File: src/cache_pkg.sv
`default_nettype none

package cache_pkg;

	// a word address splits into a tag above a line index
	localparam int ADDR_W  = 12;
	localparam int INDEX_W = 4;
	localparam int TAG_W   = ADDR_W - INDEX_W;
	localparam int DATA_W  = 32;

	// controller states in a two-bit encoding
	typedef enum logic [1:0] {
		st_idle        = 2'd0,
		st_compare_tag = 2'd1,
		st_allocate    = 2'd2,
		st_write_back  = 2'd3
	} cache_state_t;

endpackage

`default_nettype wire

File: src/l1_cache_controller.sv
`timescale 1ns/1ps
`default_nettype none

module l1_cache_controller
	import cache_pkg::*;
(
	input  logic         clk,
	input  logic         rst,
	input  logic         cache_cs,
	input  logic         cache_we,
	input  logic         cache_hit,
	input  logic         cache_dirty,
	input  logic         mem_ack,
	output logic         sram_cs,
	output logic         sram_we,
	output logic         stall,
	output logic         mem_cs,
	output logic         mem_we,
	output logic         mem_wb,
	output logic         fill_we,
	output logic         capture,
	output cache_state_t state
);

	logic req;
	logic hit_now;

	assign req     = cache_cs || cache_we;
	assign hit_now = (state == st_compare_tag) && cache_hit;

	// the data array is read on every request so a victim word is ready
	assign sram_cs = req;
	assign sram_we = (hit_now && cache_we) || (fill_we && mem_ack);
	assign stall   = req && !hit_now;
	assign capture = (state == st_idle) && req;

	always_ff @(posedge clk or negedge rst)
	begin
		if (!rst)
		begin
			state   <= st_idle;
			mem_cs  <= 1'b0;
			mem_we  <= 1'b0;
			mem_wb  <= 1'b0;
			fill_we <= 1'b0;
		end
		else
		begin
			case (state)
				st_idle:
				begin
					if (req)
						state <= st_compare_tag;
				end

				st_compare_tag:
				begin
					if (cache_hit)
					begin
						mem_cs  <= 1'b0;
						mem_we  <= 1'b0;
						mem_wb  <= 1'b0;
						fill_we <= 1'b0;
						state   <= st_idle;
					end
					else if (cache_dirty)
					begin
						mem_cs <= 1'b1;
						mem_we <= 1'b1;
						mem_wb <= 1'b1;
						state  <= st_write_back;
					end
					else
					begin
						mem_cs  <= 1'b1;
						fill_we <= 1'b1;
						state   <= st_allocate;
					end
				end

				st_write_back:
				begin
					// mem_cs drops for one cycle so the fill is a request of its own
					if (mem_ack)
					begin
						mem_cs  <= 1'b0;
						mem_we  <= 1'b0;
						mem_wb  <= 1'b0;
						fill_we <= 1'b1;
						state   <= st_allocate;
					end
				end

				st_allocate:
				begin
					if (mem_ack)
					begin
						mem_cs  <= 1'b0;
						fill_we <= 1'b0;
						state   <= st_compare_tag;
					end
					else
					begin
						mem_cs <= 1'b1;
					end
				end

				default:
				begin
					state <= st_idle;
				end
			endcase
		end
	end

endmodule

`default_nettype wire

File: src/cache_tag_store.sv
`timescale 1ns/1ps
`default_nettype none

module cache_tag_store
	import cache_pkg::*;
#(
	parameter int ADDR_W  = cache_pkg::ADDR_W,
	parameter int INDEX_W = cache_pkg::INDEX_W
)
(
	input  logic                      clk,
	input  logic                      rst,
	input  logic [ADDR_W-1:0]         cpu_addr,
	input  logic                      fill_we,
	input  logic                      mem_ack,
	input  logic                      write_hit_mark,
	output logic                      cache_hit,
	output logic                      cache_dirty,
	output logic [ADDR_W-INDEX_W-1:0] victim_tag
);

	localparam int TAG_W = ADDR_W - INDEX_W;
	localparam int LINES = 2 ** INDEX_W;

	logic [LINES-1:0]   valid;
	logic [LINES-1:0]   dirty;
	logic [TAG_W-1:0]   tags [LINES];
	logic [INDEX_W-1:0] index;
	logic [TAG_W-1:0]   addr_tag;
	logic               fill;
	logic               mark;

	assign index    = cpu_addr[INDEX_W-1:0];
	assign addr_tag = cpu_addr[ADDR_W-1:INDEX_W];
	assign fill     = fill_we && mem_ack;
	assign mark     = write_hit_mark && !fill;

	assign victim_tag  = tags[index];
	assign cache_hit   = valid[index] && (tags[index] == addr_tag);
	assign cache_dirty = valid[index] && dirty[index];

	always_ff @(posedge clk or negedge rst)
	begin
		if (!rst)
		begin
			valid <= '0;
			dirty <= '0;
		end
		else if (fill)
		begin
			// a refilled line matches memory again
			valid[index] <= 1'b1;
			dirty[index] <= 1'b0;
		end
		else if (mark)
		begin
			dirty[index] <= 1'b1;
		end
	end

	always_ff @(posedge clk)
	begin
		if (fill)
			tags[index] <= addr_tag;
	end

endmodule

`default_nettype wire

File: src/cache_data_array.sv
`timescale 1ns/1ps
`default_nettype none

module cache_data_array
	import cache_pkg::*;
#(
	parameter int INDEX_W = cache_pkg::INDEX_W,
	parameter int DATA_W  = cache_pkg::DATA_W
)
(
	input  logic               clk,
	input  logic               sram_cs,
	input  logic               sram_we,
	input  logic               stall,
	input  logic [INDEX_W-1:0] index,
	input  logic [DATA_W-1:0]  wdata,
	output logic [DATA_W-1:0]  rdata,
	output logic               rdata_valid
);

	logic [DATA_W-1:0] mem [2 ** INDEX_W];

	// a write leaves the read register alone, so the victim word survives
	always_ff @(posedge clk)
	begin
		if (sram_cs)
		begin
			if (sram_we)
				mem[index] <= wdata;
			else
				rdata <= mem[index];
		end
	end

	// only the read that completes a CPU access is flagged
	always_ff @(posedge clk)
	begin
		rdata_valid <= sram_cs && !sram_we && !stall;
	end

endmodule

`default_nettype wire

File: src/cache_fill_path.sv
`timescale 1ns/1ps
`default_nettype none

module cache_fill_path
	import cache_pkg::*;
#(
	parameter int ADDR_W  = cache_pkg::ADDR_W,
	parameter int INDEX_W = cache_pkg::INDEX_W,
	parameter int DATA_W  = cache_pkg::DATA_W
)
(
	input  logic                      clk,
	input  logic                      rst,
	input  logic                      capture,
	input  logic                      write_back,
	input  logic                      fill_we,
	input  logic [ADDR_W-1:0]         cpu_addr,
	input  logic [DATA_W-1:0]         cpu_wdata,
	input  logic [ADDR_W-INDEX_W-1:0] victim_tag,
	input  logic [DATA_W-1:0]         mem_rdata,
	input  logic [DATA_W-1:0]         sram_rdata,
	output logic [ADDR_W-1:0]         mem_addr,
	output logic [DATA_W-1:0]         mem_wdata,
	output logic [DATA_W-1:0]         sram_wdata
);

	logic [ADDR_W-1:0] req_addr;
	logic [DATA_W-1:0] req_wdata;

	// the request is held here while the controller works on memory
	always_ff @(posedge clk or negedge rst)
	begin
		if (!rst)
		begin
			req_addr  <= '0;
			req_wdata <= '0;
		end
		else if (capture)
		begin
			req_addr  <= cpu_addr;
			req_wdata <= cpu_wdata;
		end
	end

	// a write-back goes to the victim line, which shares the request index
	assign mem_addr = write_back ? {victim_tag, req_addr[INDEX_W-1:0]} : req_addr;

	// the victim word was read from the data array during compare_tag
	assign mem_wdata = sram_rdata;

	assign sram_wdata = fill_we ? mem_rdata : req_wdata;

endmodule

`default_nettype wire

File: src/l1_cache_top.sv
`timescale 1ns/1ps
`default_nettype none

module l1_cache_top
	import cache_pkg::*;
#(
	parameter int ADDR_W  = cache_pkg::ADDR_W,
	parameter int INDEX_W = cache_pkg::INDEX_W,
	parameter int DATA_W  = cache_pkg::DATA_W
)
(
	input  logic              clk,
	input  logic              rst,
	input  logic              cache_cs,
	input  logic              cache_we,
	input  logic [ADDR_W-1:0] cpu_addr,
	input  logic [DATA_W-1:0] cpu_wdata,
	output logic              stall,
	output logic [DATA_W-1:0] cpu_rdata,
	output logic              rdata_valid,
	output logic              mem_cs,
	output logic              mem_we,
	output logic              mem_wb,
	output logic [ADDR_W-1:0] mem_addr,
	output logic [DATA_W-1:0] mem_wdata,
	input  logic [DATA_W-1:0] mem_rdata,
	input  logic              mem_ack
);

	logic                      cache_hit;
	logic                      cache_dirty;
	logic                      sram_cs;
	logic                      sram_we;
	logic                      fill_we;
	logic                      capture;
	logic [ADDR_W-INDEX_W-1:0] victim_tag;
	logic [DATA_W-1:0]         sram_wdata;

	// kept for waveforms
	cache_state_t state;

	l1_cache_controller ctrl_i (
		.clk         (clk),
		.rst         (rst),
		.cache_cs    (cache_cs),
		.cache_we    (cache_we),
		.cache_hit   (cache_hit),
		.cache_dirty (cache_dirty),
		.mem_ack     (mem_ack),
		.sram_cs     (sram_cs),
		.sram_we     (sram_we),
		.stall       (stall),
		.mem_cs      (mem_cs),
		.mem_we      (mem_we),
		.mem_wb      (mem_wb),
		.fill_we     (fill_we),
		.capture     (capture),
		.state       (state)
	);

	cache_tag_store #(
		.ADDR_W  (ADDR_W),
		.INDEX_W (INDEX_W)
	) tags_i (
		.clk            (clk),
		.rst            (rst),
		.cpu_addr       (cpu_addr),
		.fill_we        (fill_we),
		.mem_ack        (mem_ack),
		.write_hit_mark (sram_we),
		.cache_hit      (cache_hit),
		.cache_dirty    (cache_dirty),
		.victim_tag     (victim_tag)
	);

	cache_data_array #(
		.INDEX_W (INDEX_W),
		.DATA_W  (DATA_W)
	) data_i (
		.clk         (clk),
		.sram_cs     (sram_cs),
		.sram_we     (sram_we),
		.stall       (stall),
		.index       (cpu_addr[INDEX_W-1:0]),
		.wdata       (sram_wdata),
		.rdata       (cpu_rdata),
		.rdata_valid (rdata_valid)
	);

	cache_fill_path #(
		.ADDR_W  (ADDR_W),
		.INDEX_W (INDEX_W),
		.DATA_W  (DATA_W)
	) fill_i (
		.clk        (clk),
		.rst        (rst),
		.capture    (capture),
		.write_back (mem_wb),
		.fill_we    (fill_we),
		.cpu_addr   (cpu_addr),
		.cpu_wdata  (cpu_wdata),
		.victim_tag (victim_tag),
		.mem_rdata  (mem_rdata),
		.sram_rdata (cpu_rdata),
		.mem_addr   (mem_addr),
		.mem_wdata  (mem_wdata),
		.sram_wdata (sram_wdata)
	);

endmodule

`default_nettype wire

File: config.mk
export PLATFORM = sky130hd
export DESIGN_NAME = l1_cache_top
export DESIGN_NICKNAME = d
export VERILOG_FILES = /design/src/cache_pkg.sv /design/src/l1_cache_controller.sv /design/src/cache_tag_store.sv /design/src/cache_data_array.sv /design/src/cache_fill_path.sv /design/src/l1_cache_top.sv
export SDC_FILE = /design/constraint.sdc
export NUM_CORES = 1
export LEC_CHECK = 0
export BUFFER_PORTS_ARGS = -buffer_cell sky130_fd_sc_hd__buf_2
export CORE_MARGIN = 4
export CORE_UTILIZATION = 55
export DETAILED_ROUTE_END_ITERATION = 12
export PLACE_DENSITY = 0.76
export SETUP_SLACK_MARGIN = 0.3
export SYNTH_ARGS = -nofsm -noshare
export SYNTH_HDL_FRONTEND = slang
export SYNTH_SLANG_ARGS = --single-unit
File: constraint.sdc
create_clock -name clk -period 5.25 [get_ports clk]
set_clock_uncertainty 0.15 [all_clocks]
set_input_delay 0.525 -clock clk [delete_from_list [all_inputs] [get_ports clk]]
set_output_delay 0.525 -clock clk [all_outputs]
set_load 0.01 [all_outputs]
-- Yosys cells after proc, flatten, opt, wreduce, memory -nomap -nowiden
Memory sizes are Yosys's and may differ from the RTL's. A register that Yosys moved wholly into a read port is not among the register bits.
Cells that the tools add are included.
- bits in writable memories: 640
- input port bits: 81
- memories: 2
- output and inout port bits: 81
- register bits after elaboration: 82
- memory list (name ; depth ; width ; read ports ; clocked after memory_dff ; wr ports ; RTL line ; source):
    data_i.mem ; 16 ; 32 ; 1 ; 1 ; 1 ; cache_data_array.sv:21 ; logic [DATA_W-1:0] mem [2 ** INDEX_W];
    tags_i.tags ; 16 ; 8 ; 1 ; 0 ; 1 ; cache_tag_store.sv:27 ; logic [TAG_W-1:0] tags [LINES];
- $lt $le $gt $ge: 2
- bitwise operators: 5
- reduce and logical (&&, ||, !) cells: 26
- multiplexer cells: 32
- eq/ne operators: 9
- operator list (kind ; count):
    2-to-1 mux 16 bit ; 2
    2-to-1 mux 32 bit ; 1
    OR 16 bit ; 2
    2-to-1 mux 1 bit ; 17
    AND 16 bit ; 1
    inverter 16 bit ; 1
    2-to-1 mux 12 bit ; 1
    logical AND 1 bit ; 11
    binary-select mux 1 bit (select 4 bit) ; 2
    equality test 8 bit ; 1
    2-to-1 mux 2 bit ; 4
    one-hot mux 2 bit (4 select lines) ; 1
    inequality test 3 x 2 -> 1 bit (second input constant) ; 2
    one-hot mux 1 bit (3 select lines) ; 2
    AND reduction 3 bit ; 2
    less-than comparator 4 x 5 -> 1 bit (second input constant) ; 1
    demux 1 bit (select 4 bit) ; 1
    equality test 2 bit (second input constant) ; 2
    greater-or-equal comparator 4 x 1 -> 1 bit (second input constant) ; 1
    logical NOT 1 bit ; 4
    inequality test 2 bit (second input constant) ; 2
    AND reduction 2 bit ; 2
    AND reduction 4 bit ; 1
    nonzero test 2 bit ; 2
    7 further kinds ; 8

-- Longest topological paths before layout
- word-level depth: 9
- gate-level depth with buffers: 13
- depth with buffers taken out: 7

-- Hierarchy
From an unflattened synthesis, not the netlist that was laid out.
- cells, all modules: 1409
- area, all modules: 29762.3 um^2
- by module, submodules not included (module ; area each (um^2) ; cells each ; seq. area each (um^2) ; times used):
    cache_data_array ; 20244.4 ; 846 ; 16355.7 ; 1
    cache_tag_store ; 6467.5 ; 354 ; 4644.5 ; 1
    cache_fill_path ; 2721.4 ; 174 ; 1101.1 ; 1
    l1_cache_controller ; 329.1 ; 35 ; 125.1 ; 1

-- Worst setup path before layout
OpenSTA, ideal clock, no wires.
- kind: input to register
- start: input port cpu_addr[2]
- end: memory data_i.mem[11][0], enable pin
- stages: 10
- path slack: -454 ps
- setup time: 470 ps
- data required time: 4630 ps
- arrival: 5084 ps
- cell sequence: buf_2 buf_1 mux4_2 a22oi_1 nand2_1 xor2_1 nor2_1 nand4_2 buf_4 a211oi_1
- longest elaborated chain between the ends: 9
- elaborated cells on any way between the ends: 11
- RTL lines (item ; RTL line ; source):
    start: declaration ; l1_cache_top.sv:16 ; input logic [ADDR_W-1:0] cpu_addr,
    memory read (16 x 8 bit) or binary-select mux 1 bit (select 4 bit) (tied branches) ; - ;
    equality test 8 bit or 2-to-1 mux 1 bit (tied branches) ; cache_tag_store.sv:39 ; assign cache_hit = valid[index] && (tags[index] == addr_tag);
    logical AND 1 bit ; cache_tag_store.sv:39 ;
    logical AND 1 bit ; l1_cache_controller.sv:29 ; assign hit_now = (state == st_compare_tag) && cache_hit;
    logical AND 1 bit ; l1_cache_controller.sv:33 ; assign sram_we = (hit_now && cache_we) || (fill_we && mem_ack);
    logical OR 1 bit ; l1_cache_controller.sv:33 ;
    2-to-1 mux 1 bit ; cache_data_array.sv:28 ; if (sram_we)
    2-to-1 mux 1 bit ; cache_data_array.sv:26 ; if (sram_cs)
    2-to-1 mux 1 bit (not written as such) ; cache_data_array.sv:29 ; mem[index] <= wdata;
    end: declaration ; cache_data_array.sv:21 ;
Several ways; a longest one is shown, not always the timed one. The select of a mux whose other input is x is not followed.

-- Worst setup path after layout
- start: input port cpu_addr[3]
- end: memory data_i.mem[4][8], enable pin
The elaborated chain is that of the path after synthesis.

==> qor.txt <==
Die H - 240.1 um
routed via count - 14,740
Rows - 84
pwr dens - 449.6 nW/um2
Worst EP required - 5.35 ns
first-pass GRT wire length - 100,200 um
CTS clk-pin slew, worst paths - 0.06 ns
CTS tree - built
Post-Syn Nets - 1,449
DRC Markers - 0
arrival time at the worst endpoint - 4.37 ns
final worst path period share - 0.8120
number of vias per cell - 6.344
CTS root buf - clkbuf_16
DRT Wirelength - 67,960 um
clk buf depth - 3
Hold Crit Class - in2reg
routed len/inst - 29.26 um
Switch Pwr - 3.928 mW
mean post-synth cell area - 21.65 um2
Internal Dissipation - 11.36 mW
R2R setup slack - 1.09 ns
CTS resizes - 0
IO buf count - 161
GRT Overall Usage - 0.2402
commonest register cell after synthesis - edfxtp_1
combinational power share - 0.152
Final Max Tran Viols - 0
sequential share of the synthesized area - 0.7503
worst slew pin tran - 1.235 ns
maxcap violations - 0
Clock Latency Late Sink - 0.61 ns
CTS sink cnt - 754
Syn Inst Count - 1,368
Final min period - 4.263 ns
Worst VDD drop - 0.0003513 V
DR iter-0 viols - 1,927
leakage - 11.33 nW
initial antenna violation count - 0
synth warn - 0
unrepaired setup endpoints after global routing - false
WS Path Type - in2reg
Synth cell types - 46
Seq cells post-synth - 754
total power - 15.29 mW
CP startpoint kind - primary input
Final #Nets - 1,658
Final Util - 0.6421
htree depth - 3
Setup crit end kind - flop
Core ar. - 52,970 um2
Fin. Hold Viols - 0
layout cells sized above 1 - 0.4002
Sw Share - 0.2568
number of global-route vias before repair - 14,850
largest net degree at the start of global routing - 61
Clk pwr share - 0.341
Reg power frac - 0.507
EDFF count, synth - 672
Initial Util - 0.5592
most common cell after layout, fill and taps aside - edfxtp_1
die area - 57,640 um2
FMAX - 234.6 MHz
Ports - 162
Crit Path Max Fanout - 42
async set-or-reset flop fraction in the synthesized netlist - 0.1074
cts bufs inserted - 75
P&R area growth vs syn - 14.82%
most frequent cells in the layout - edfxtp_1 (672), mux4_2 (196), buf_2 (156)
Netlist Area Pre-Place - 29,620 um2
post-route ant nets - 0
outcome - complete, no violations
GRT Residual Overflow - 0
Final HPWL DP - 40,890 um
worst relative slew slack - 0.1733
Die X - 240.1 um
FILL cells - 3,448
final setup fails - 0
GPL Wtd Cong - 0.8327
DRT Pass-1 Iters - 6
==> worst max-delay path, cell delays in order <==
cell and delay (ns):
buf_4 0.38, buf_4 0.61, nor2_1 0.31, a22oi_1 0.26
o21ai_0 0.19, xor2_1 0.19, nor2_1 0.27, nand4_4 0.51
buf_4 0.43, a21oi_4 0.18, buf_4 0.44
==> path summary, 6_finish.rpt <==
path | start | endpoint | depth (start not counted)
min | cpu_addr[11] | tags_i.tags[0][7] | 1
max | cpu_addr[3] | data_i.mem[4][8] | 11
max in group asynchronous | rst | fill_i.req_wdata[20] | 3
min reg2reg | tags_i.valid[1] | tags_i.valid[1] | 1
max reg2reg | tags_i.tags[15][7] | data_i.mem[4][8] | 9
min in group asynchronous | rst | fill_i.req_addr[11] | 2
==> cells by family after synthesis <==
logic type | synth area share
xor gates and xnor gates | 0.002070
muxes | 0.1887
DFF | 0.7503
AOI/OAI and AO/OA | 0.01956
and+or+nand+nor | 0.01689
buffers and inverters | 0.02247
==> cells in the mapped netlist (all sizes together), types with 4 or more instances <==
library cell  instances  share of area
a21oi                37         0.0063
buf                  73          0.016
mux2i                14         0.0047
or2                  16         0.0034
nand2b                5         0.0011
inv                  17         0.0022
o21ai                 5        0.00084
edfxtp              672           0.68
xnor2                 4         0.0012
clkbuf               37         0.0047
o22ai                 4        0.00084
mux2                 92          0.035
and3                  4        0.00084
mux4                196           0.15
nor2b                 5         0.0011
a211oi               20         0.0073
nor2                 28         0.0035
dfrtp                81          0.068
nand2                25         0.0032
==> registers in the layout, indices dropped and copies added (netlist names), 2 cells and up, named ones only <==
| signal | cells |
|---|---|
| ctrl_i.state | 2 |
| data_i.mem | 512 |
| data_i.rdata | 32 |
| fill_i.req_addr | 12 |
| fill_i.req_wdata | 32 |
| tags_i.tags | 128 |
| tags_i.valid | 16 |
==> metrics by stage <==
step / hold WS (ns) / TNS, ns / cells / area (um2) / setup WS (ns)
2_1_floorplan: 0.07941 / -40.96 / 1368 / 29630 / -0.4528
3_3_place_gp: 0.2864 / 0 / 2155 / 31290 / 0.6464
3_5_place_dp: 0.2908 / 0 / 2155 / 31290 / 0.4293
4_1_cts: 0.1252 / 0 / 2322 / 34010 / 1.070
5_1_grt: 0.1630 / 0 / 2322 / 34010 / 0.8096
6_report: 0.1638 / 0 / 2323 / 34010 / 0.9870
==> per-layer routing <==
layer  GRT usage  share of wire
met1      0.3712           0.40
met2      0.3571           0.47
met3     0.05816           0.11
met4     0.05386          0.013
met5           0              0
==> layout make-up <==
cell class	instances	area, um2	share of cell area
well taps	688	860.8	0.02531
inverters	17	63.81	0.001876
multi-input cells	487	6947	0.2042
flip-flops and latches	754	22230	0.6535
repair buffers	242	1520	0.04470
clock inverters	35	351.6	0.01034
clock buffers	99	2039	0.05996
diodes	1	2.502	0.00007357
==> power groups by stage <==
stage	combinational, mW	clock [mW]	sequential, mW
2_1_floorplan	1.40	0	7.82
3_3_place_gp	2.19	0	7.84
3_5_place_dp	2.29	0	7.87
4_1_cts	2.33	5.31	7.75
5_1_grt	2.49	5.56	7.79
6_report	2.32	5.22	7.75
==> what timing repair did <==
| action | in CTS | in global routing |
|---|---|---|
| setup buffers | 0 | 0 |
| endpoints found under the hold margin | 53 | 0 |
| hold buffers | 33 | 0 |
Note: power is estimated with default switching activity, not from simulation.
